==> src/verilog/soc_bus_pkg.sv <==
`default_nettype none

// Request and response words of the host bus and of every device port
package soc_bus_pkg;

    // Host or hub request, strobes are single-cycle pulses
    typedef struct packed {
        logic [31:0] addr;   // Byte address
        logic [31:0] wdata;
        logic [3:0]  wmask;  // One bit per byte lane
        logic        wen;
        logic        ren;
    } bus_req_t;

    // Device response, done follows the strobe by one cycle
    typedef struct packed {
        logic [31:0] rdata;  // Zero for writes
        logic        done;
    } bus_rsp_t;

endpackage

`default_nettype wire

==> src/verilog/soc_map_pkg.sv <==
`default_nettype none

// Address map and register layout of the system
package soc_map_pkg;

    localparam logic [31:0] MEM_BASE  = 32'h0000_0000;  // Word RAM, bit 31 clear
    localparam logic [31:0] PORT_BASE = 32'h8000_0000;  // Parallel port window

    // Port register byte offsets
    localparam logic [31:0] PORT_OUT_OFS = 32'd0;
    localparam logic [31:0] PORT_IN_OFS  = 32'd4;

    // Output register, written as a word and decoded into pin fields
    typedef union packed {
        logic [31:0] word;
        struct packed {
            logic [19:0] reserved;
            logic [3:0]  lcols;  // Bits 11..8
            logic [7:0]  leds;   // Bits 7..0
        } fields;
    } port_out_t;

endpackage

`default_nettype wire

==> src/verilog/parallel_port.sv <==
`timescale 1ns/1ps
`default_nettype none

module parallel_port
    import soc_bus_pkg::*;
    import soc_map_pkg::*;
(
    input  logic       clk12MHz,
    input  logic       rst_n,
    input  bus_req_t   req,
    output bus_rsp_t   rsp,
    output logic [7:0] leds,
    output logic [3:0] lcols,
    input  logic [3:0] key_state,
    input  logic [3:0] key_press
);
    port_out_t   out_q;
    logic [3:0]  flags_q;
    logic [3:0]  clr;
    logic [31:0] rdata_q;
    logic        done_q;
    logic        out_sel;
    logic        in_sel;

    assign out_sel = (req.addr[2] == PORT_OUT_OFS[2]);
    assign in_sel  = (req.addr[2] == PORT_IN_OFS[2]);

    // Write-one-to-clear on byte 0 of the input register
    assign clr = (req.wen && in_sel && req.wmask[0]) ? req.wdata[7:4] : 4'b0;

    always_ff @(posedge clk12MHz) begin
        if (!rst_n) begin
            out_q.word <= '0;
            flags_q    <= '0;
            done_q     <= 1'b0;
        end else begin
            if (req.wen && out_sel) begin
                for (int b = 0; b < 4; b++) begin
                    if (req.wmask[b]) begin
                        out_q.word[8*b +: 8] <= req.wdata[8*b +: 8];
                    end
                end
            end
            flags_q <= (flags_q & ~clr) | key_press;  // Set wins over clear
            done_q  <= req.wen | req.ren;
        end
    end

    always_ff @(posedge clk12MHz) begin
        if (req.ren && in_sel) begin
            rdata_q <= {24'b0, flags_q, key_state};
        end else if (req.ren) begin
            rdata_q <= out_q.word;
        end else begin
            rdata_q <= '0;
        end
    end

    assign rsp.rdata = rdata_q;
    assign rsp.done  = done_q;

    assign leds  = out_q.fields.leds;
    assign lcols = out_q.fields.lcols;

endmodule

`default_nettype wire

==> config.mk <==
export PLATFORM = sky130hd
export DESIGN_NAME = parallel_port
export DESIGN_NICKNAME = d
export VERILOG_FILES = /design/src/verilog/soc_bus_pkg.sv /design/src/verilog/soc_map_pkg.sv /design/src/verilog/parallel_port.sv
export SDC_FILE = /design/constraint.sdc
export NUM_CORES = 1
export LEC_CHECK = 0
export ABC_AREA = 1
export BUFFER_PORTS_ARGS = -buffer_cell sky130_fd_sc_hd__buf_2
export CAP_MARGIN = 5
export CORE_MARGIN = 5
export CORE_UTILIZATION = 40
export DETAILED_ROUTE_END_ITERATION = 12
export PLACE_DENSITY = 0.73
export SLEW_MARGIN = 20
export SYNTH_ARGS = -nofsm -noshare
export SYNTH_HDL_FRONTEND = slang
export SYNTH_SLANG_ARGS = --single-unit
==> constraint.sdc <==
create_clock -name clk12MHz -period 1 [get_ports clk12MHz]
set_input_delay 0 -clock clk12MHz [delete_from_list [all_inputs] [get_ports clk12MHz]]
set_output_delay 0 -clock clk12MHz [all_outputs]
set_load 0.01 [all_outputs]
==> impl_metrics.json, run 1 <==
{
  "crit_family": "flip-flops",
  "drtIter0Drc": 107,
  "fin_setup_tns_ns": 0,
  "synth_commonest_cells": "nor2_1 (90), dfxtp_1 (69), nand2_1 (60)",
  "gp_congestion": 0.7285,
  "fp-row-count": 28,
  "finalSetupViolCount": 0,
  "antenna_found_initial": 0,
  "ys_warn_count": 0,
  "r2r_start": "out_q[8]",
  "area_delta_synth_final_pct": 42.57,
  "routedWlPerCell_um": 11.66,
  "clock_sinks": 69,
  "core_area_mm2": 0.005991,
  "grt_pass1_vias": 2130,
  "path_class": "flop to output port",
  "via_count": 2254,
  "grt_pass1_wl_mm": 9.618,
  "power-per-cell-area_mw_per_mm2": 1698,
  "crit_buf_inv": 1,
  "slowest_delay_ns": 0.37,
  "yosysMostFrequentCell": "nor2_1",
  "slew_headroom": 0.7692,
  "max-cap-violations": 0,
  "post-cts-setup-buffer-count": 0,
  "async_reset_ff_frac": 0,
  "die_area_mm2": 0.007885,
  "ctsResizeCount": 0,
  "die_h_um": 88.80,
  "grt_usage": 0.1594,
  "clock-root-buffer": "clkbuf_8",
  "cts_inserted_buffers": 9,
  "final_core_util": 0.5911,
  "syn-num-nets": 393,
  "synth-edff-count": 0,
  "ant_nets": 0,
  "dp.cells": 460,
  "final_layout_size_suffix_gt1_frac": 0.2744,
  "leakage_nw": 1.845,
  "ioPinCount": 125,
  "synth_cell_types": 15,
  "rsz0062_at_grt": "no",
  "fin_crit_ns": 0.8317,
  "via_per_inst": 4.368,
  "p_sw_w": 0.001367,
  "crit_path_cell_trace": "buf_2",
  "htree_levels": 3,
  "synth_top_area_cell": "dfxtp_1",
  "die_w_um": 88.80,
  "clk_pin_slew_ns": 0.07,
  "wirelength_mm": 6.014,
  "finalNonFillerCells": 516,
  "synth_area_leaders": "dfxtp_1 (56%), nor2_1 (14%), nand2_1 (9.1%)",
  "worst_pin_slew_ns": 0.3462,
  "num_antenna_cells": 0,
  "dp_hpwl_mm": 3.994,
  "ys_seq_elements": 69,
  "synth_top_flop_cell": "dfxtp_1",
  "cts.path.max_buffers": 2,
  "syn_inst": 313,
  "slew_violations": 0,
  "crit_arrival_ns": 0.83,
  "clk_latency_ns": 0.33,
  "worstPathMaxFanout": 3,
  "worstSetupStartpoint": "out_q[6]",
  "combinationalPowerShare": 0.107,
  "io_buffer_count": 93,
  "synth_area_per_cell_um2": 7.935,
  "cts_tree": "yes",
  "switching_share": 0.2273,
  "firstDrtPassIters": 4,
  "synth.top_cell.area_share": 0.5562,
  "ir_drop_mv": 0.9965,
  "p_int_w": 0.004645,
  "drc_errors": 0,
  "hold_class": "input port to flop",
  "start_util": 0.4146,
  "period_share": 0.8317,
  "synth.cell_area_mm2": 0.002484,
  "nets": 516,
  "status": "finished, final reports clean",
  "crit_required_ns": 1.00,
  "hold_buffers": 40,
  "fin_skew_ns": 0.007190,
  "grt_max_degree": 25,
  "crit_slowest_cell": "dfxtp_1",
  "end_kind": "output port",
  "hold_viol": 0,
  "max_freq_mhz": 1202,
  "gr-total-overflow": 0,
  "p_seq_frac": 0.483,
  "start_kind": "flop",
  "yosysSeqAreaShare": 0.5562,
  "hold_ws_ns": 0.05275,
  "nFillCells": 555,
  "hp-start": "req[40]",
  "pwr-share-clk": 0.410
}
[stage by stage]
stage,total power (W),setup slack (ns),area (um^2)
global placement,0.003473,0.1552,2917
detailed placement,0.003488,0.08615,2917
floorplan,0.003296,0.2995,2484
global route,0.006341,0.1047,3541
CTS,0.006088,0.1573,3541
finish,0.006011,0.1683,3541
[placed cells by master, fill, tap and decap left out]
master / Yosys / layout
clkinv_2: 0 / 2
inv_4: 2 / 2
clkinvlp_4: 0 / 1
nand4_1: 4 / 4
nand3_1: 16 / 16
buf_12: 0 / 1
nand3_4: 4 / 4
buf_2: 6 / 93
buf_4: 17 / 4
a21oi_1: 4 / 4
clkbuf_8: 0 / 10
nand2_1: 60 / 60
bufinv_16: 0 / 2
nor2_1: 90 / 90
dlygate4sd3_1: 0 / 40
dfxtp_1: 69 / 69
o21ai_0: 8 / 8
clkinv_4: 0 / 1
inv_1: 29 / 29
nand2_2: 1 / 1
[final cells by class]
cell class / count / area (um^2) / area share
Clock buffer: 10 / 137.6 / 0.03887
Tap cell: 75 / 93.84 / 0.02650
Timing Repair Buffer: 138 / 915.9 / 0.2587
Inverter: 31 / 121.4 / 0.03428
Sequential cell: 69 / 1381 / 0.3901
Multi-Input combinational cell: 187 / 804.5 / 0.2272
Clock inverter: 6 / 86.33 / 0.02438
[sequential cells by signal, indices dropped and copies added, names as in the netlist]
| register | flops |
|---|---|
| done_q | 1 |
| rdata_q | 32 |
| flags_q | 4 |
| out_q | 32 |
[kinds of logic (layout without fill, tap and decap cells)]
group	count (synthesis)	after routing	synth area share
flip-flops	69	69	0.5562
buffers and inverters	57	185	0.1199
AO/OA/AOI/OAI	12	12	0.02418
AND/OR/NAND/NOR	175	175	0.2998
[final timing paths]
path	to	slack, ns	cells after the start
setup / recovery	leds[6]	0.17	1
hold / removal	rdata_q[1]	0.05	4
setup reg to reg	out_q[8]	0.30	4
hold reg to reg	rdata_q[25]	0.44	2
[power groups by stage]
stage	sequential [W]	combinational [W]	clock (W)
detailed placement	0.00297	0.000522	0
global placement	0.00296	0.000511	0
CTS	0.00290	0.000645	0.00254
global route	0.00291	0.000719	0.00271
finish	0.00290	0.000642	0.00247
floorplan	0.00298	0.000318	0
[layer usage]
layer / share of wire / GRT usage / routed length, um / up-vias
li1: - / - / - / 1178
met5: 0 / 0 / 0 / -
met3: 0.091 / 0.07542 / 547 / 7
met4: 0.0098 / 0.03709 / 59 / 0
met2: 0.49 / 0.2733 / 2943 / 82
met1: 0.41 / 0.1795 / 2463 / 987
Power figures use the tool's default switching activity.
==> run 2: changes to the inputs <==
==> constraint.sdc (replaced) <==
create_clock -name clk12MHz -period 0.8 [get_ports clk12MHz]
set_input_delay 0 -clock clk12MHz [delete_from_list [all_inputs] [get_ports clk12MHz]]
set_output_delay 0 -clock clk12MHz [all_outputs]
set_load 0.01 [all_outputs]
==> run 2 against run 1 <==
Net effect: non-clock buffer count up 5; clock skew about the same; register-to-register slack worse by 0.21 ns; combinational power up 39%; count of clock-buffer cells in the layout up 2; first-iteration DRC count down 22%; clock power up 27%; utilization up 4.0 points; sequential power up 26%; global-route usage up 0.67 points; critical path depth unchanged.
==> impl_metrics.json, run 2 (synthesis gave the netlist of run 1 again) <==
{
  "status": "finished, final reports clean",
  "power-per-cell-area_mw_per_mm2": 2029,
  "largestRegisters": "out_q x32, rdata_q x32, flags_q x4",
  "die_h_um": 88.80,
  "crit_arrival_ns": 0.80,
  "stdcell_area_mm2": 0.003781,
  "cts_tree": "yes",
  "final_common_cell": "nor2_1",
  "clock_sinks": 69,
  "grt_pass1_vias": 2199,
  "finalSetupViolCount": 0,
  "hold_class": "input port to flop",
  "fp-row-count": 28,
  "placed_area_mm2": 0.002937,
  "start_util": 0.4146,
  "max-cap-violations": 0,
  "area_delta_synth_final_pct": 52.24,
  "crit_path_cell_trace": "buf_6",
  "routedWlPerCell_um": 12.45,
  "slowest_delay_ns": 0.36,
  "ir_drop_mv": 1.224,
  "dp_hpwl_mm": 3.870,
  "worst_pin_slew_ns": 0.3349,
  "final_layout_size_suffix_gt1_frac": 0.3386,
  "firstDrtPassIters": 4,
  "ioPinCount": 125,
  "leakage_nw": 1.912,
  "fin_crit_ns": 0.7967,
  "gp_congestion": 0.7909,
  "period_share": 0.9959,
  "crit_buf_inv": 1,
  "clk_pin_slew_ns": 0.07,
  "end_kind": "output port",
  "slew_violations": 0,
  "rsz0062_at_grt": "yes",
  "clock-root-buffer": "clkbuf_8",
  "clk_latency_ns": 0.33,
  "core_area_mm2": 0.005991,
  "ant_nets": 0,
  "grt_pass1_wl_mm": 10.09,
  "die_area_mm2": 0.007885,
  "drtIter0Drc": 83,
  "num_antenna_cells": 0,
  "crit_slowest_cell": "dfxtp_2",
  "worstPathMaxFanout": 3,
  "nets": 521,
  "io_buffer_count": 93,
  "antenna_found_initial": 0,
  "via_per_inst": 4.417,
  "drc_errors": 0,
  "cts.path.max_buffers": 2,
  "wirelength_mm": 6.485,
  "htree_levels": 3,
  "grt_usage": 0.1661,
  "cts_inserted_buffers": 9,
  "fin_skew_ns": 0.007472,
  "slew_headroom": 0.7767,
  "die_w_um": 88.80,
  "layout_common_cells": "nor2_1 (90), buf_2 (68), nand2_1 (60)",
  "crit_family": "flip-flops",
  "power_w": 0.007670,
  "max_freq_mhz": 1255,
  "hold_viol": 0,
  "crit_required_ns": 0.80,
  "gr-total-overflow": 0,
  "grt_max_degree": 25,
  "via_count": 2301,
  "start_kind": "flop",
  "path_class": "flop to output port"
}
==> run 2: metrics by stage <==
stage	setup TNS [ns]	utilization	instances	setup slack, ns	hold slack [ns]
5_1_grt	-0.1764	0.6312	521	-0.02389	0.02667
3_5_place_dp	0	0.4902	461	0.02350	0.2269
3_3_place_gp	0	0.4902	461	0.03599	0.2209
2_1_floorplan	0	-	313	0.09952	0.1340
4_1_cts	-0.004430	0.6078	520	-0.004430	0.02133
6_report	0	0.6312	521	0.003251	0.03007
==> run 2: what timing repair did <==
item | CTS | global route
resized for setup | 17 | 35
pin swaps | 0 | 0
setup buffers | 3 | 1
gates cloned | 0 | 0
hold buffers | 40 | 0
hold endpoints to repair | 40 | 0
setup endpoints to repair | 10 | 36
==> run 2: final cells by class <==
| class | instances | area, um^2 |
|---|---|---|
| timing repair buffer | 143 | 1122 |
| multi-input combinational | 187 | 804.5 |
| fill | 511 | 2210 |
| inverter | 31 | 121.4 |
| sequential | 69 | 1414 |
| clock buffer | 12 | 155.1 |
| tap | 75 | 93.84 |
| clock inverter | 4 | 70.07 |
==> run 2: final timing paths <==
| check | startpoint | end | slack [ns] | cells past startpoint |
|---|---|---|---|---|
| max | out_q[6] | leds[6] | 0.003 | 1 |
| min reg2reg | out_q[13] | rdata_q[13] | 0.43 | 2 |
| min | rst_n | flags_q[3] | 0.03 | 3 |
| max reg2reg | out_q[1] | out_q[1] | 0.09 | 3 |
==> run 2: report_power, final <==
group	internal [W]	leakage (nW)	total (W)	switching, W
clock	0.00192	0.116	0.00313	0.00121
combinational	0.000468	1.22	0.000892	0.000424
sequential	0.00359	0.575	0.00365	0.0000612
==> run 2: layer usage <==
| layer | wire length [um] | up-vias | global-route usage |
|---|---|---|---|
| met5 | 0 | - | 0 |
| met4 | 116 | 0 | 0.06868 |
| met3 | 524 | 12 | 0.04935 |
| met2 | 3215 | 81 | 0.2854 |
| met1 | 2628 | 1025 | 0.1920 |
| li1 | - | 1183 | - |
