### config.mk
export PLATFORM = sky130hd
export DESIGN_NAME = debouncer
export DESIGN_NICKNAME = d
export VERILOG_FILES = /design/src/verilog/debouncer.sv
export SDC_FILE = /design/constraint.sdc
export NUM_CORES = 1
export LEC_CHECK = 0
export BUFFER_PORTS_ARGS = -buffer_cell sky130_fd_sc_hd__buf_4
export CORE_MARGIN = 2
export CORE_UTILIZATION = 40
export CTS_BUF_LIST = sky130_fd_sc_hd__clkbuf_16
export CTS_CLUSTER_DIAMETER = 100
export DETAILED_ROUTE_END_ITERATION = 10
export SLEW_MARGIN = 5
export SYNTH_ARGS = -nofsm -noshare
export SYNTH_HDL_FRONTEND = slang
export SYNTH_SLANG_ARGS = --single-unit
### constraint.sdc
create_clock -name clk12MHz -period 2.1 [get_ports clk12MHz]
set_clock_uncertainty 0.05 [all_clocks]
set_input_delay 0.42 -clock clk12MHz [delete_from_list [all_inputs] [get_ports clk12MHz]]
set_output_delay 0.42 -clock clk12MHz [all_outputs]
set_load 0.01 [all_outputs]
### src/verilog/debouncer.sv
`timescale 1ns/1ps
`default_nettype none

module debouncer #(
    parameter int DEBOUNCE_CYCLES = 12000
) (
    input  logic clk12MHz,
    input  logic rst_n,
    input  logic key,      // Active low pin
    output logic state,    // 1 while held
    output logic pressed   // One-cycle pulse on press
);
    localparam int CW = $clog2(DEBOUNCE_CYCLES + 1);

    logic [1:0]    sync;
    logic [CW-1:0] cnt;
    logic          sample;
    logic          expired;

    assign sample  = ~sync[1];                          // Held = 1
    assign expired = (cnt == CW'(DEBOUNCE_CYCLES - 1));

    always_ff @(posedge clk12MHz) begin
        if (!rst_n) begin
            sync    <= 2'b11;                           // Released
            cnt     <= '0;
            state   <= 1'b0;
            pressed <= 1'b0;
        end else begin
            sync    <= {sync[0], key};
            pressed <= 1'b0;
            if (sample == state) begin
                cnt <= '0;                              // Bounce restarts the count
            end else if (expired) begin
                cnt     <= '0;
                state   <= sample;
                pressed <= sample;
            end else begin
                cnt <= cnt + CW'(1);
            end
        end
    end

endmodule

`default_nettype wire

==> impl_metrics.ini, run 1 <==
[yosys]
synth_cells = 79
yosysTopAreaCell = dfxtp_1
syn-num-nets = 83
ys_seq_area_frac = 0.469
synth_seq_cells = 18
syn_avg_cell_area_um2 = 9.72
mappedNetlistArea_um2 = 768
yosys.area.top_type_share = 0.469
synthDistinctLibCells = 21
synth.area.top_cells = dfxtp_1, xor2_1, nor2_1, nand3_1, nand4_1
yosysWarningCount = 0

[grt]
grt_max_degree = 15
grt_pass1_vias = 557
globalRouteTotalUtil = 0.156
grt.overflow.total = 0
antenna_found_initial = 0
grt_pass1_wl_um = 2330

[power]
p_sw_frac = 0.183
intPower_uw = 602
pwr-share-seq = 0.469
p_leak_uw = 0.000354
ir_drop_uv = 489
pwr-share-comb = 0.014
p_per_area_mw_per_mm2 = 826
clock_power_share = 0.517
p_sw_uw = 135

[floorplan]
dieArea_mm2 = 0.00229
initial_core_util = 0.435
die_h_um = 47.8
io_pins = 5
rows = 15
core_area_mm2 = 0.00176
die_x_um = 47.8

[placed_design]
gp_congestion = 0.778
portBuffers = 4
dp.cells = 106
dp_slack_ns = 0.407
post-dp-hpwl_um = 866
placed_area_um2 = 813

[cells_and_area]
antenna_cells = 0
area_delta_synth_final_pct = 16.1
fin_nets = 90
final_cell_count_no_fill = 110
utilization = 0.506
fin_area_um2 = 892
fillCellCount = 170
drive_gt1_frac = 0.141

[sta]
fin_crit_ns = 1.71
rsz0062_at_grt = false
finalCritPeriodShare = 0.815
finalSetupViolCount = 0
setup_ws_ns = 0.389
slew_headroom = 0.828
hold_viol = 0
tightest_slew_ns = 0.256
finalSetupTns_ns = 0
slew_violations = 0
max_freq_mhz = 585

[worst_setup_path]
startpoint_type = flip-flop
cp.arrival_ns = 1.80
path_class = reg2reg
crit_path_max_incr_delay_ns = 0.54
crit_required_ns = 2.19
cp-endpoint = cnt[7]
cp.depth = 4
slowest_stage = or4b_4
worst_r2r_path_depth = 4
cp_top_family = simple AND/OR/NAND/NOR gates
critPathMaxFanout = 14
reg2reg_from = cnt[5]
worstPathCellList = or4b_4 -> and4bb_4 -> nand3b_4 -> nor2_1
r2r_setup_slack_ns = 0.39
cp-end-kind = flip-flop
r2r_end = cnt[7]
worstSetupStartpoint = cnt[5]
worst-path-buf-inv = 0

[outcome]
status = complete, no violations

[route]
first_iter_violations = 15
drc = 0
post_drt_via_cell_ratio = 5.07
drt-total-wl_um = 1270
wl_per_cell_um = 11.5
dr_total_vias = 558
antenna_left = 0
dr.pass1.iters = 4

[run]
drv_cap = 0

[clocking]
cts_sinks = 18
post-cts-setup-buffers = 0
clkTransAtPathRegs_ns = 0.05
insertion_delay_ns = 0.25
cts_root_buffer = clkbuf_16
numCtsBuffers = 3
clockBufferDepth = 2
cts_hold_buf = 0
cts-htree-levels = 1
cts-resized-gates = 0
cts_tree = yes

[min_path]
worstHoldPathType = in2reg
[kinds of logic (layout without fill, tap and decap cells)]
| group | after synthesis | count (layout) | share of synthesized area |
|---|---|---|---|
| AO/OA/AOI/OAI | 1 | 1 | 0.0130 |
| XOR/XNOR | 13 | 13 | 0.148 |
| adder cells (fa/ha/maj) | 1 | 1 | 0.0163 |
| buffers and inverters | 3 | 9 | 0.0260 |
| flip-flops | 18 | 18 | 0.469 |
| AND/OR/NAND/NOR | 43 | 43 | 0.327 |
[flip-flops by register name, summed over array words and instances, names as in the netlist]
name     flops
state        1
sync         2
cnt         14
pressed      1
[cell usage in the layout, fill, tap and decap left out]
master	count
nand2_1	4
xor2_1	11
nor4_1	1
or4b_4	1
clkinv_1	1
and2_2	1
nand3b_4	1
and4bb_4	1
nor2_1	15
o211a_1	1
nand3_1	7
nand2b_1	2
dfxtp_1	18
and3_1	3
and4_1	2
ha_1	1
buf_4	4
xnor2_1	2
inv_1	1
and3_2	1
nand4_1	4
clkbuf_16	3
[layer usage]
layer  GRT usage  part of all wire  vias up
met3      0.0717             0.045        5
li1            -                 -      278
met1       0.159              0.45      266
met5           0                 0        -
met2       0.253              0.48        9
met4       0.103             0.026        0
[layout make-up]
cell class	instances	area, um^2	share of cell area
Clock buffer	3	75.1	0.0842
Clock inverter	1	3.75	0.00421
Multi-Input combinational cell	58	388	0.435
Timing Repair Buffer	4	30.0	0.0337
Inverter	1	3.75	0.00421
Tap cell	25	31.3	0.0351
Sequential cell	18	360	0.404
[per-stage QoR]
| stage | hold WS [ns] | power (uW) |
|---|---|---|
| 2_1_floorplan | 0.336 | 359 |
| 3_3_place_gp | 0.341 | 363 |
| 3_5_place_dp | 0.347 | 364 |
| 4_1_cts | 0.306 | 742 |
| 5_1_grt | 0.311 | 757 |
| 6_report | 0.306 | 737 |
[synth_stat cells]
cell / count
and3_2: 1
xnor2_1: 2
or4b_4: 1
buf_2: 1
and2_2: 1
o211a_1: 1
dfxtp_1: 18
ha_1: 1
and4bb_4: 1
nor2_1: 15
and4_1: 2
nand4_1: 4
buf_6: 1
nand2b_1: 2
nand3b_4: 1
nand3_1: 7
and3_1: 3
inv_1: 1
xor2_1: 11
nor4_1: 1
nand2_1: 4
[power groups by stage]
stage | Combinational (uW) | Sequential (uW) | Clock (uW)
2_1_floorplan | 6.36 | 353 | 0
3_3_place_gp | 10.5 | 353 | 0
3_5_place_dp | 10.9 | 353 | 0
4_1_cts | 10.9 | 346 | 386
5_1_grt | 11.9 | 346 | 399
6_report | 10.6 | 346 | 381
[how the worst min path moves through the flow]
| stage | from | endpoint | depth (start not counted) |
|---|---|---|---|
| finish | key | sync[0] | 2 |
| global placement | sync[0] | sync[1] | 1 |
| floorplan | sync[0] | sync[1] | 1 |
| detailed placement | sync[0] | sync[1] | 1 |
| global route | key | sync[0] | 2 |
| CTS | key | sync[0] | 2 |
Power figures use the tool's default switching activity.
==> run 2: changes to the inputs <==
Clock period 2.1 ns to 1.51 ns, I/O delays scaled along.
==> run 2 against run 1 <==
  * The run now ends with negative setup slack left
  * Critical path depth unchanged
  * Via count up 4.5%
  * Core utilization up 6.7 points
  * Power up 38%
  * Die area unchanged
  * Clock power up 36%
  * Wire length up 10%
  * Sequential share of layout area down 4.5 points
==> impl_metrics.ini, run 2 (same netlist as run 1, synthesis figures left out) <==
[cells_and_area]
final_cell_count_no_fill = 121
drive_gt1_frac = 0.333
largest_register_ffs = 14
fin_nets = 101
antenna_cells = 0
utilization = 0.573
top_regs = cnt: 14 flops, sync: 2 flops
final_common_cell = dfxtp_1
largest-register = cnt
layout_common_cells = dfxtp_1, buf_4, xor2_1
area_delta_synth_final_pct = 31.6
fin_area_mm2 = 0.00101

[placed_design]
gp_congestion = 0.755
portBuffers = 4
dp.cells = 116
dp_slack_ns = -0.104
post-dp-hpwl_um = 976
placed_area_um2 = 891

[worst_setup_path]
crit_required_ns = 1.59
cp-end-kind = flip-flop
slowest_stage = or4b_4
startpoint_type = flip-flop
path_class = reg2reg
cp.arrival_ns = 1.67
worstPathCellList = or4b_4 -> and4bb_4 -> nand3b_4 -> nor2_1
critPathMaxFanout = 7
crit_path_max_incr_delay_ns = 0.53

[floorplan]
die_x_um = 47.8
core_area_mm2 = 0.00176
initial_core_util = 0.435
io_pins = 5
rows = 15
die_h_um = 47.8
dieArea_mm2 = 0.00229

[clocking]
cts_sinks = 18
cts_root_buffer = clkbuf_16
clkTransAtPathRegs_ns = 0.05
insertion_delay_ns = 0.24
post-cts-setup-buffers = 0
clockBufferDepth = 2
numCtsBuffers = 3
cts-htree-levels = 1
cts_hold_buf = 0
cts_tree = yes

[run]
drv_cap = 0

[route]
antenna_left = 0
dr_total_vias = 583
drt-total-wl_um = 1400
first_iter_violations = 14
drc = 0
post_drt_via_cell_ratio = 4.82
wl_per_cell_um = 11.6
dr.pass1.iters = 4

[power]
p_per_area_mw_per_mm2 = 1010
ir_drop_uv = 609
p_leak_uw = 0.000428

[sta]
fin_crit_ns = 1.59
finalCritPeriodShare = 1.05
hold_viol = 0
setup_ws_ns = -0.0800
tightest_slew_ns = 0.493
finalSetupViolCount = 15
slew_violations = 0
whs_ns = 0.187
max_freq_mhz = 629
slew_headroom = 0.669
rsz0062_at_grt = true

[min_path]
worstHoldPathType = in2reg

[grt]
grt_pass1_wl_um = 2550
grt.overflow.total = 0
grt_pass1_vias = 574
globalRouteTotalUtil = 0.163
antenna_found_initial = 0
grt_max_degree = 11

[outcome]
status = complete, but fails checks
failed_checks = negative setup slack
run 2: changes by cell type in the layout (fill, tap and decap cells not counted), sizes merged:
cell	delta
nand3b	+1
buf	+10
run 2: power by group:
part / switching (uW) / total (uW) / internal (uW) / leakage (uW)
sequential: 1.82 / 481 / 479 / 0.000147
clock: 168 / 519 / 351 / 0.0000385
combinational: 12.0 / 21.0 / 9.04 / 0.000243
total: 182 / 1020 / 839 / 0.000428
run 2: final timing paths:
kind / startpoint / slack, ns / to / depth (start not counted)
worst min-delay path: key / 0.19 / sync[0] / 2
worst min register to register: sync[0] / 0.36 / sync[1] / 1
worst max register to register: cnt[8] / -0.08 / cnt[8] / 4
worst max-delay path: cnt[8] / -0.08 / cnt[8] / 4
run 2: metrics by stage:
step | setup TNS, ns | total power (uW)
floorplan | -1.07 | 499
global placement | -0.956 | 506
detailed placement | -1.36 | 507
CTS | -1.06 | 1040
global route | -1.65 | 1070
finish | -1.05 | 1020
run 2: metal layers:
metal	up-vias	part of all wire	global-route usage
met5	-	0	0
met4	0	0.0071	0.0649
met3	2	0.029	0.0453
met2	8	0.46	0.259
met1	265	0.50	0.210
li1	308	-	-
run 2: timing repair:
item	CTS	global route
gates resized for setup	3	6
pin swaps	11	3
gates cloned	1	0
endpoints found under the setup margin	15	15
run 2: worst max-delay path, delay by kind of cell, from the launching register on:
kind          cells  cell delay, ns
simple gates      4            1.12
flops             1            0.31
run 2: area by class of cell:
cell class	instances	area, um^2
flip-flops and latches	18	363
repair buffers	14	109
well taps	25	31.3
clock buffers	3	75.1
fillers	161	753
clock inverters	1	3.75
multi-input cells	59	425
inverters	1	3.75
==> run 3: changes to the inputs <==
Clock period 1.51 ns to 2 ns, I/O delays scaled along.
==> run 3 against run 2 <==
  * The flow now finishes without violations
  * Count of clock-buffer cells in the layout unchanged
  * Via count down 7.9%
  * Largest power group unchanged
  * Non-clock buffer count down 9
  * Setup slack better by 0.38 ns
  * Final cell count down 8.3%
  * Global-route usage down 1.9 points
  * Sequential share of layout area up 4.2 points
  * Hold slack better by 0.11 ns
  * Combinational power down 47%
  * First-iteration DRC count down 71%
  * Core utilization down 6.3 points
  * Critical path depth unchanged
==> impl_metrics.ini, run 3 (same netlist as run 1, synthesis figures left out) <==
[sta]
setup_ws_ns = 0.301
slew_headroom = 0.817
slew_violations = 0
fin_crit_ns = 1.70
finalSetupViolCount = 0
tightest_slew_ns = 0.272
max_freq_mhz = 589
finalSetupTns_ns = 0
finalCritPeriodShare = 0.849
hold_viol = 0
rsz0062_at_grt = false

[grt]
grt.overflow.total = 0
grt_pass1_wl_um = 2280
globalRouteTotalUtil = 0.144
grt_max_degree = 15
antenna_found_initial = 0
grt_pass1_vias = 523

[worst_setup_path]
crit_required_ns = 2.08
worst-path-buf-inv = 0
cp.arrival_ns = 1.78
worstPathCellList = or4b_4 -> and4bb_4 -> nand3b_4 -> nor2_1
worstSetupStartpoint = cnt[5]
reg2reg_from = cnt[5]
slowest_stage = or4b_4
r2r_end = cnt[5]
cp.depth = 4
critPathMaxFanout = 14
r2r_setup_slack_ns = 0.30
cp-end-kind = flip-flop
cp_top_family = simple AND/OR/NAND/NOR gates
crit_path_max_incr_delay_ns = 0.54
path_class = reg2reg
worst_r2r_path_depth = 4
startpoint_type = flip-flop
cp-endpoint = cnt[5]

[cells_and_area]
layout_common_cells = dfxtp_1, nor2_1, xor2_1
final_cell_count_no_fill = 111
antenna_cells = 0
area_delta_synth_final_pct = 17.1
drive_gt1_frac = 0.151
largest-register = cnt
final_common_cell = dfxtp_1
fin_nets = 91
largest_register_ffs = 14
top_regs = cnt: 14 flops, sync: 2 flops
fin_area_um2 = 900

[clocking]
clockBufferDepth = 2
clkTransAtPathRegs_ns = 0.05
cts_hold_buf = 0
numCtsBuffers = 3
post-cts-setup-buffers = 0
insertion_delay_ns = 0.24
cts_root_buffer = clkbuf_16
cts-htree-levels = 1
cts_tree = yes
cts-resized-gates = 0
cts_sinks = 18

[power]
p_per_area_mw_per_mm2 = 851
ir_drop_uv = 446
p_leak_uw = 0.000360
report.power.total_uw = 765

[placed_design]
dp.cells = 107
placed_area_um2 = 821
portBuffers = 4
post-dp-hpwl_um = 895
dp_slack_ns = 0.317
gp_congestion = 0.783

[min_path]
worstHoldPathType = in2reg

[outcome]
status = complete, no violations

[run]
drv_cap = 0

[route]
post_drt_via_cell_ratio = 4.84
first_iter_violations = 4
antenna_left = 0
dr.pass1.iters = 3
wl_per_cell_um = 11.2
dr_total_vias = 537
drt-total-wl_um = 1240
drc = 0

[floorplan]
core_area_mm2 = 0.00176
dieArea_mm2 = 0.00229
rows = 15
die_h_um = 47.8
die_x_um = 47.8
io_pins = 5
initial_core_util = 0.435
## run 3: cell count changes in the layout (fill, tap and decap cells not counted)
| cell | before | now |
|---|---|---|
| buf_4 | 13 | 5 |
| buf_6 | 1 | 0 |
| dfxtp_1 | 16 | 18 |
| dfxtp_2 | 2 | 0 |
| nand2_1 | 3 | 4 |
| nand2_2 | 1 | 0 |
| nand3b_4 | 2 | 1 |
| nor2_1 | 9 | 15 |
| nor2_2 | 6 | 0 |
## run 3: power breakdown
group	leakage (uW)	internal, uW	switching, uW
clock network	0.0000385	265	126
registers	0.000145	362	1.58
logic	0.000176	5.25	5.87
## run 3: worst min-delay path by stage
stage	cells past startpoint	end	slack, ns	start
finish	2	sync[0]	0.29	key
CTS	2	sync[0]	0.29	key
global placement	1	sync[1]	0.34	sync[0]
global route	2	sync[0]	0.31	key
detailed placement	1	sync[1]	0.35	sync[0]
floorplan	1	sync[1]	0.34	sync[0]
## run 3: metal layers
layer,global-route usage,share of wire,up-vias
met5,0,0,-
met4,0.0162,0,0
met3,0.0566,0.028,0
met2,0.243,0.47,4
met1,0.181,0.50,247
li1,-,-,286
## run 3: layout make-up
| cell class | instances | area, um^2 |
|---|---|---|
| fillers | 189 | 865 |
| clock inverters | 1 | 3.75 |
| well taps | 25 | 31.3 |
| repair buffers | 5 | 37.5 |
| flip-flops and latches | 18 | 360 |
| multi-input cells | 58 | 388 |
| clock buffers | 3 | 75.1 |
| inverters | 1 | 3.75 |
## run 3: worst register-to-register path: stages (launching register included)
cell	delay [ns]
dfxtp_1	0.37
or4b_4	0.54
and4bb_4	0.32
nand3b_4	0.22
nor2_1	0.08
## run 3: through the flow
| step | hold WS [ns] | util |
|---|---|---|
| global placement | 0.341 | 0.465 |
| detailed placement | 0.350 | 0.465 |
| floorplan | 0.336 | - |
| CTS | 0.290 | 0.510 |
| global route | 0.312 | 0.510 |
| finish | 0.293 | 0.510 |
