**config.mk**
```make
export PLATFORM = sky130hd
export DESIGN_NAME = bus_hub
export DESIGN_NICKNAME = d
export VERILOG_FILES = /design/src/verilog/soc_bus_pkg.sv /design/src/verilog/soc_map_pkg.sv /design/src/verilog/bus_hub.sv
export SDC_FILE = /design/constraint.sdc
export NUM_CORES = 1
export LEC_CHECK = 0
export ABC_AREA = 0
export BUFFER_PORTS_ARGS = -buffer_cell sky130_fd_sc_hd__buf_4
export CAP_MARGIN = 20
export CORE_AREA = 2 2 122 124
export DETAILED_ROUTE_END_ITERATION = 12
export DIE_AREA = 0 0 124 126
export GPL_ROUTABILITY_DRIVEN = 0
export PLACE_DENSITY_LB_ADDON = 0.15
export SLEW_MARGIN = 15
export SYNTH_ARGS = -nofsm -noshare
export SYNTH_HDL_FRONTEND = slang
export SYNTH_SLANG_ARGS = --single-unit
export TNS_END_PERCENT = 100
```
**constraint.sdc**
```tcl
create_clock -name clk12MHz -period 2 [get_ports clk12MHz]
set_clock_uncertainty 0.15 [all_clocks]
set_input_delay 0.2 -clock clk12MHz [delete_from_list [all_inputs] [get_ports clk12MHz]]
set_output_delay 0.2 -clock clk12MHz [all_outputs]
set_load 0.01 [all_outputs]
```
**src/verilog/soc_bus_pkg.sv**
```systemverilog
`default_nettype none

// Request and response words of the host bus and of every device port
package soc_bus_pkg;

    // Host or hub request, strobes are single-cycle pulses
    typedef struct packed {
        logic [31:0] addr;   // Byte address
        logic [31:0] wdata;
        logic [3:0]  wmask;  // One bit per byte lane
        logic        wen;
        logic        ren;
    } bus_req_t;

    // Device response, done follows the strobe by one cycle
    typedef struct packed {
        logic [31:0] rdata;  // Zero for writes
        logic        done;
    } bus_rsp_t;

endpackage

`default_nettype wire

```
**src/verilog/soc_map_pkg.sv**
```systemverilog
`default_nettype none

// Address map and register layout of the system
package soc_map_pkg;

    localparam logic [31:0] MEM_BASE  = 32'h0000_0000;  // Word RAM, bit 31 clear
    localparam logic [31:0] PORT_BASE = 32'h8000_0000;  // Parallel port window

    // Port register byte offsets
    localparam logic [31:0] PORT_OUT_OFS = 32'd0;
    localparam logic [31:0] PORT_IN_OFS  = 32'd4;

    // Output register, written as a word and decoded into pin fields
    typedef union packed {
        logic [31:0] word;
        struct packed {
            logic [19:0] reserved;
            logic [3:0]  lcols;  // Bits 11..8
            logic [7:0]  leds;   // Bits 7..0
        } fields;
    } port_out_t;

endpackage

`default_nettype wire

```
**src/verilog/bus_hub.sv**
```systemverilog
`timescale 1ns/1ps
`default_nettype none

module bus_hub
    import soc_bus_pkg::*;
    import soc_map_pkg::*;
#(
    parameter int MEMSIZE = 2048
) (
    input  logic     clk12MHz,
    input  logic     rst_n,
    input  bus_req_t host_req,
    output bus_rsp_t host_rsp,
    output bus_req_t mem_req,
    input  bus_rsp_t mem_rsp,
    output bus_req_t port_req,
    input  bus_rsp_t port_rsp
);
    localparam logic [28:0] MEM_WORDS = 29'(MEMSIZE);

    logic strobe;
    logic mem_sel;
    logic port_sel;
    logic none_sel;
    logic mem_q;
    logic port_q;
    logic none_q;

    assign strobe = host_req.wen | host_req.ren;

    // Combinational address decode
    assign mem_sel  = (host_req.addr[31] == MEM_BASE[31]) &&
                      (host_req.addr[30:2] < MEM_WORDS);
    assign port_sel = (host_req.addr[31] == PORT_BASE[31]) &&
                      (host_req.addr[30:3] == PORT_BASE[30:3]);
    assign none_sel = ~mem_sel & ~port_sel;

    // Only the selected device sees a strobe
    always_comb begin
        mem_req      = host_req;
        mem_req.wen  = host_req.wen & mem_sel;
        mem_req.ren  = host_req.ren & mem_sel;
        port_req     = host_req;
        port_req.wen = host_req.wen & port_sel;
        port_req.ren = host_req.ren & port_sel;
    end

    // Target tag for the response cycle
    always_ff @(posedge clk12MHz) begin
        if (!rst_n) begin
            mem_q  <= 1'b0;
            port_q <= 1'b0;
            none_q <= 1'b0;
        end else begin
            mem_q  <= strobe & mem_sel;
            port_q <= strobe & port_sel;
            none_q <= strobe & none_sel;
        end
    end

    always_comb begin
        if (mem_q) begin
            host_rsp = mem_rsp;
        end else if (port_q) begin
            host_rsp = port_rsp;
        end else if (none_q) begin
            host_rsp.rdata = '0;           // Unmapped, answered here
            host_rsp.done  = 1'b1;
        end else begin
            host_rsp = '0;
        end
    end

endmodule

`default_nettype wire

```
==> results of run 1 <==
-- per-layer routing --
layer  track usage [%]  share of wire, %
met5                 0                 0
met4              2.25               2.3
met3              3.13                15
met2              12.1                53
met1              4.97                29
-- power by group through the flow --
stage / Clock, uW / Sequential (uW) / Combinational (uW)
global placement: 0 / 63.1 / 317
detailed placement: 0 / 63.1 / 317
floorplan: 0 / 62.6 / 293
finish: 314 / 62.3 / 315
global route: 334 / 62.3 / 335
CTS: 323 / 62.3 / 318
-- cells by family (layout without fill, tap and decap cells) --
logic type | Yosys count | in the layout | synth area share, %
buffers and inverters | 147 | 203 | 66.2
AO/OA/AOI/OAI | 36 | 36 | 18.5
AND/OR/NAND/NOR | 23 | 23 | 10.9
multiplexers | 1 | 1 | 0.621
flip-flops | 3 | 3 | 3.73
-- synth_stat cells --
| master | instances |
|---|---|
| sky130_fd_sc_hd__buf_1 | 1 |
| sky130_fd_sc_hd__nand3_2 | 1 |
| sky130_fd_sc_hd__o31a_1 | 1 |
| sky130_fd_sc_hd__nand3_1 | 1 |
| sky130_fd_sc_hd__nor4_1 | 6 |
| sky130_fd_sc_hd__inv_1 | 4 |
| sky130_fd_sc_hd__nor2_1 | 1 |
| sky130_fd_sc_hd__buf_4 | 136 |
| sky130_fd_sc_hd__nor4_4 | 1 |
| sky130_fd_sc_hd__a31oi_1 | 1 |
| sky130_fd_sc_hd__nor3_1 | 1 |
| sky130_fd_sc_hd__mux2i_1 | 1 |
| sky130_fd_sc_hd__nand2_1 | 6 |
| sky130_fd_sc_hd__nor2b_1 | 1 |
| sky130_fd_sc_hd__clkbuf_1 | 2 |
| sky130_fd_sc_hd__a22o_1 | 30 |
| sky130_fd_sc_hd__buf_2 | 4 |
| sky130_fd_sc_hd__dfxtp_1 | 3 |
| sky130_fd_sc_hd__o21ai_0 | 4 |
| sky130_fd_sc_hd__nor4b_2 | 1 |
| sky130_fd_sc_hd__nor4_2 | 4 |
-- worst max-delay path, stage by stage, from the launching register on --
cell	delay, ns
sky130_fd_sc_hd__dfxtp_1	0.39
sky130_fd_sc_hd__nor2b_2	0.21
sky130_fd_sc_hd__buf_12	0.20
sky130_fd_sc_hd__a22o_1	0.20
sky130_fd_sc_hd__buf_4	0.13
-- per-stage QoR --
stage	area, sq um	hold slack [ns]	worst slack, ns	power [uW]	instances
3_5_place_dp	2270	0.250	0.178	381	446
4_1_cts	2350	0.0692	0.169	703	450
6_report	2350	0.0648	0.278	691	450
2_1_floorplan	1610	0.129	0.568	356	210
5_1_grt	2350	0.0734	0.137	732	450
3_3_place_gp	2270	0.250	0.165	380	446
-- cells in the final DEF, fill, tap and decap left out --
master	Yosys	routed
sky130_fd_sc_hd__nor4_4	1	1
sky130_fd_sc_hd__nor4_1	6	5
sky130_fd_sc_hd__o21ai_0	4	4
sky130_fd_sc_hd__nor4b_2	1	1
sky130_fd_sc_hd__dfxtp_1	3	3
sky130_fd_sc_hd__nand2_1	6	6
sky130_fd_sc_hd__mux2i_1	1	1
sky130_fd_sc_hd__nand3_2	1	1
sky130_fd_sc_hd__o31a_1	1	1
sky130_fd_sc_hd__a22o_1	30	30
sky130_fd_sc_hd__nor4_2	4	5
sky130_fd_sc_hd__nor3_1	1	1
sky130_fd_sc_hd__nor2b_2	0	1
sky130_fd_sc_hd__clkbuf_1	2	1
sky130_fd_sc_hd__clkbuf_16	0	3
sky130_fd_sc_hd__buf_4	136	194
sky130_fd_sc_hd__a31oi_1	1	1
sky130_fd_sc_hd__inv_1	4	4
sky130_fd_sc_hd__nand3_1	1	1
sky130_fd_sc_hd__nor2_1	1	1
sky130_fd_sc_hd__buf_12	0	1
-- worst paths after layout --
check,startpoint,to,slack (ns),cells after the start
min,host_req[69],mem_q,0.06,2
max,port_q,host_rsp[15],0.28,4
-- state kept, by name (all words and copies together) (netlist names) --
register and flops:
port_q 1, none_q 1, mem_q 1
-- cell type report --
cell class,instances,area (sq um),share of cell area (%)
Clock buffer,4,78.8,3.35
Tap cell,184,230,9.78
Multi-Input combinational cell,60,493,20.9
Sequential cell,3,60.1,2.55
Inverter,4,15.0,0.638
Timing Repair Buffer,195,1480,62.7
-- repair_timing --
action	in CTS	in global routing
resized for setup	0	1
endpoints found under the hold margin	0	0
setup endpoints to repair	0	1
==> key figures, run 1 <==
Power
  – Power Internal: ~530 uW
  – Clock network power share: between 40% and 50%
  – Power density over cell area: 294 nW/um^2
  – Switching power summed over all nets: 166 uW
  – Combinational power share: approximately 46%
  – IR drop worst, VDD: about 0.16 mV
  – Leakage: approximately 0.0012 uW
  – Sequential share of power: ~9.0%
  – Switching share of total power: about a quarter

Global routing
  – Global-route usage over all layers: 6.11%
  – Maximum number of pins on one net before global-route repair: 37
  – Number of global-route vias before repair: approximately 1500
  – Grt total ovfl: 0
  – Antenna violations before repair: 0
  – Global-route wire length before repair: about 7300 microns

Timing
  – Transition time of the tightest slew-check pin: 0.416 ns
  – Endpoints failing hold: 0
  – Accumulated negative setup slack: 0 ns
  – Max-slew violation total from the final report: 0
  – Maximum frequency from static timing analysis: around 0.58 GHz
  – RSZ-0062 raised after global routing: false
  – Max-Slew Margin vs Limit: 72.0%
  – Fin crit period: 1.72 ns
  – Final Setup Violations: 0
  – Post-route fraction of the period consumed by the critical path: 86.1%

Synthesis
  – Synth unique cells: 21
  – Ys Warns: 0
  – Post-synthesis instance total: 210
  – Fraction of the yosys area taken by sequential cells: 3.73%
  – Largest area contributor in the netlist: sky130_fd_sc_hd__buf_4
  – Syn_area_per_cell: about 7.7 sq um
  – Portion of synthesized cell area occupied by the leading cell type: about 63%
  – Post-synthesis cell area: between 1500 and 2000 sq um
  – Mapped Nets: 348
  – Number of register bits inferred by synthesis: 3
  – Most area-consuming cells after synthesis: sky130_fd_sc_hd__buf_4 63%, sky130_fd_sc_hd__a22o_1 16%, sky130_fd_sc_hd__dfxtp_1 3.7%

Die
  – Effective utilization at floorplan: roughly 11%
  – Cell Rows: 44
  – Die span in y: between 100 and 150 microns
  – Number of top-level design ports: slightly above 300
  – Die Footprint: 15600 sq um
  – Horizontal die dimension: between 100 and 150 microns
  – Floorplan Core Area: 14300 sq um

Clock tree
  – Clock tree from TritonCTS: yes
  – Total number of H-tree levels: 1
  – Post CTS Setup Buffer Count: 0
  – Clock net sink count: 3
  – Count of hold buffers inserted by post-cts repair: 0
  – Clock Path Buffers: 2
  – CTS clk-pin slew, worst paths: 0.03 ns
  – Master cell of the clock root buffer: sky130_fd_sc_hd__clkbuf_16
  – Number of buffers created by CTS: 3

Route
  – DRC viols: 0
  – Total vias in the final route: 1516
  – Detail Route Antenna Nets: 0
  – Number of iterations in the first detailed-routing pass: 4
  – Via-to-Cell Ratio: between 3 and 4
  – First-iteration detailed-routing DRC count: 17
  – Wire length after detailed routing: between 5000 and 6000 microns
  – Average wire length per cell after detail routing: roughly 13 microns

Setup path
  – Type of destination of the critical path: output pin
  – Critical path fanouts, max: 30
  – Startpoint type of the worst setup path: flip-flop
  – Class of the most critical setup path: flip-flop to output pin
  – Arr. time, crit path: between 1 and 1.5 ns
  – CP required: between 1.5 and 2 ns

Placement
  – IO buf count: roughly 190
  – Total half-perimeter wirelength after legalization and detailed placement: approximately 4800 microns

Final layout
  – Syn-to-layout area delta: 46.0%
  – Util after Layout: 16.4%
  – Total of fill cells in the finished design: approximately 1600
  – Final #Nets: 405
  – Fraction of layout cells with a size suffix above 1: 77.8%
  – Number of diodes: 0

Job
  – Maxcap violations: 0

Outcome
  – Outcome: finished, final reports clean

Hold path
  – Class of the tightest hold or removal check: input pin to flip-flop
Note: power is estimated with default switching activity, not from simulation.
==> inputs of run 2 (changes only) <==
--- a/config.mk
+++ b/config.mk
@@ -5,12 +5,12 @@
 export SDC_FILE = /design/constraint.sdc
 export NUM_CORES = 1
 export LEC_CHECK = 0
-export ABC_AREA = 0
+export ABC_AREA = 1
 export BUFFER_PORTS_ARGS = -buffer_cell sky130_fd_sc_hd__buf_4
 export CAP_MARGIN = 20
-export CORE_AREA = 2 2 122 124
+export CORE_AREA = 2 2 120 122
 export DETAILED_ROUTE_END_ITERATION = 12
-export DIE_AREA = 0 0 124 126
+export DIE_AREA = 0 0 122 124
 export GPL_ROUTABILITY_DRIVEN = 0
 export PLACE_DENSITY_LB_ADDON = 0.15
 export SLEW_MARGIN = 15
==> run 2 against run 1 <==
Compared with the run above: die area fell by 3.2%; clock power barely moved; routed wire length rose by 5.1%; critical path type unchanged; largest cell class unchanged.
==> key figures, run 2 <==
Setup path
  – Class of the most critical setup path: flip-flop to output pin
  – Critical path fanouts, max: 23
  – Startpoint type of the worst setup path: flip-flop
  – Type of destination of the critical path: output pin
  – CP required: 1.65 ns
  – Arr. time, crit path: 1.33 ns

Global routing
  – Grt total ovfl: 0
  – Maximum number of pins on one net before global-route repair: 34
  – Number of global-route vias before repair: between 1500 and 2000
  – Antenna violations before repair: 0
  – Global-route wire length before repair: 7890 microns
  – Global-route usage over all layers: between 6 and 7%

Timing
  – Maximum frequency from static timing analysis: roughly 0.60 GHz
  – Post-route fraction of the period consumed by the critical path: a little over four fifths
  – Accumulated negative setup slack: 0 ns
  – RSZ-0062 raised after global routing: false
  – Worst slack on hold paths: around 0.21 ns
  – Slack of the critical path: around 0.32 ns
  – Transition time of the tightest slew-check pin: between 0.3 and 0.4 ns
  – Max-Slew Margin vs Limit: around three quarters
  – Final Setup Violations: 0
  – Fin crit period: approximately 1.7 ns
  – Endpoints failing hold: 0
  – Max-slew violation total from the final report: 0

Final layout
  – Top flop regs: mem_q (1), none_q (1), port_q (1)
  – Area used by multi-input combinational logic: 636 sq um
  – Fraction of layout cells with a size suffix above 1: between 60% and 70%
  – Number of diodes: 0
  – Design area: 2500 sq um
  – Highest-count cells in the layout ignoring fill and taps: 197 x sky130_fd_sc_hd__buf_4, 69 x sky130_fd_sc_hd__nand2_1, 33 x sky130_fd_sc_hd__nand3_1
  – Total of fill cells in the finished design: around 1600
  – Most frequent standard cell in the layout excluding fill and tap cells: sky130_fd_sc_hd__buf_4
  – Layout Cells excl Fill: approximately 520
  – Final #Nets: a little under 500
  – Sequential cell area in the final layout: between 60 and 70 sq um
  – Syn-to-layout area delta: 39.6%

Power
  – Sequential share of power: approximately 9%
  – Power Internal: about 530 uW
  – Clock network power share: 45.8%
  – Switching share of total power: a little under a quarter
  – Switching power summed over all nets: around 160 uW
  – IR drop worst, VDD: slightly above 0.2 mV
  – Power density over cell area: approximately 270 nW/um^2
  – Leakage: 0.00144 uW
  – Combinational power share: 45.2%

Synthesis
  – Ys async rst share: 0%
  – Main flop type after synthesis: sky130_fd_sc_hd__dfxtp_1
  – Count of flip-flops with a built-in enable after synthesis: 0
  – Main combinational cell family by area after synthesis: buffers and inverters
  – Ys Warns: 0
  – Arithmetic-cell share of the synthesized area counting full adders, half adders and majority gates: 0%
  – Parity-gate share of the synthesized area counting xor and xnor cells: 0%
  – Count leader, synth: sky130_fd_sc_hd__buf_4
  – Post-synthesis instance total: slightly below 300
  – Compound-cell area share of the yosys netlist: less than 1%
  – Number of register bits inferred by synthesis: 3
  – Portion of synthesized cell area occupied by the leading cell type: 56.9%
  – Mapped Nets: around 430
  – Fraction of synthesized area in multiplexers: 0%
  – Simple logic cell fraction of the synthesized area: approximately 35%
  – Cell types with the highest counts after synthesis: 136 x sky130_fd_sc_hd__buf_4, 69 x sky130_fd_sc_hd__nand2_1, 33 x sky130_fd_sc_hd__nand3_1
  – Most area-consuming cells after synthesis: sky130_fd_sc_hd__buf_4 57%, sky130_fd_sc_hd__nand2_1 14%, sky130_fd_sc_hd__nand3_1 9.2%
  – Syn_area_per_cell: between 6 and 7 sq um
  – Post-synthesis cell area: between 1500 and 2000 sq um
  – Fraction of the yosys area taken by sequential cells: under 10%
  – Largest area contributor in the netlist: sky130_fd_sc_hd__buf_4
  – Synth unique cells: 20

Clock tree
  – Clock Path Buffers: 2
  – Master cell of the clock root buffer: sky130_fd_sc_hd__clkbuf_16
  – Clock net sink count: 3
  – Number of buffers created by CTS: 3
  – CTS clk-pin slew, worst paths: ~0.030 ns
  – Post CTS Setup Buffer Count: 0
  – Post-CTS sizing: 0
  – Count of hold buffers inserted by post-cts repair: 0
  – Total number of H-tree levels: 1
  – Clock tree from TritonCTS: yes

Route
  – First-iteration detailed-routing DRC count: 32
  – Detail Route Antenna Nets: 0
  – DR WL met2: roughly 2900 microns
  – Max Used Layer: met4
  – Number of iterations in the first detailed-routing pass: 3
  – Total vias in the final route: around 1800
  – Metal-1 WL: between 1500 and 2000 microns
  – Routed length on met3: about 740 microns
  – Via-to-Cell Ratio: approximately 3.4
  – Wire length after detailed routing: about 5900 microns
  – DRC viols: 0
  – Average wire length per cell after detail routing: approximately 11 microns

Die
  – Cell Rows: 43
  – Die Footprint: 15100 sq um
  – Floorplan Core Area: 13700 sq um
  – Horizontal die dimension: approximately 120 microns
  – Number of top-level design ports: between 300 and 400
  – Die span in y: between 100 and 150 microns
  – Effective utilization at floorplan: about an eighth

Placement
  – IO buf count: about 190
  – Post-placement setup slack: between 0.4 and 0.5 ns
  – Number of placed instances with taps included: 520
  – Total half-perimeter wirelength after legalization and detailed placement: 4930 microns
  – Placed standard-cell area: between 2000 and 2500 sq um

Hold path
  – Class of the tightest hold or removal check: input pin to flip-flop

Job
  – Maxcap violations: 0

Outcome
  – Outcome: finished, final reports clean
run 2: cell types whose count changed after synthesis, sizes merged, moves of 4 or more:
cell,previous run,this run
a22o,30,0
nor3,1,5
nor4,11,0
nand3,2,34
nor2,1,17
nand2,6,70
run 2: per-stage QoR:
stage | total power (uW) | utilization (%)
2_1_floorplan | 363 | -
3_3_place_gp | 378 | 17.7
3_5_place_dp | 377 | 17.7
4_1_cts | 698 | 18.3
5_1_grt | 724 | 18.3
6_report | 686 | 18.3
run 2: layout make-up:
| type | count | share of cell area, % |
|---|---|---|
| flip-flops and latches | 3 | 2.40 |
| clock buffers | 4 | 3.15 |
| inverters | 7 | 1.05 |
| multi-input cells | 133 | 25.4 |
| well taps | 180 | 8.99 |
| repair buffers | 197 | 59.0 |
run 2: cell families (layout without fill, tap and decap cells):
family,Yosys count,in the layout
and+or+nand+nor,130,130
AOI/OAI and AO/OA,3,3
buffers and inverters,154,208
DFF,3,3
run 2: power groups by stage:
stage	Clock (uW)	Combinational, uW	Sequential, uW
after global routing	330	332	61.9
after global placement	0	315	62.8
after detailed placement	0	314	62.8
after floorplan	0	300	62.6
final	314	310	61.9
after CTS	321	315	62.0
run 2: path summary, 6_finish.rpt:
check                       to  slack [ns]          from  depth (start not counted)
setup / recovery  host_rsp[12]        0.32         mem_q                          5
hold / removal           mem_q        0.21  host_req[69]                          4
run 2: worst max-delay path: stages, from the launching register on:
cell and delay [ns]:
sky130_fd_sc_hd__dfxtp_1 0.30, sky130_fd_sc_hd__inv_2 0.16, sky130_fd_sc_hd__buf_4 0.32, sky130_fd_sc_hd__nand3_1 0.12
sky130_fd_sc_hd__nand2_1 0.08, sky130_fd_sc_hd__buf_4 0.11
run 2: metal layers:
| layer | vias up | GRT usage, % |
|---|---|---|
| li1 | 871 | - |
| met1 | 749 | 6.56 |
| met2 | 134 | 11.7 |
| met3 | 41 | 2.06 |
| met4 | 0 | 5.68 |
| met5 | - | 0 |
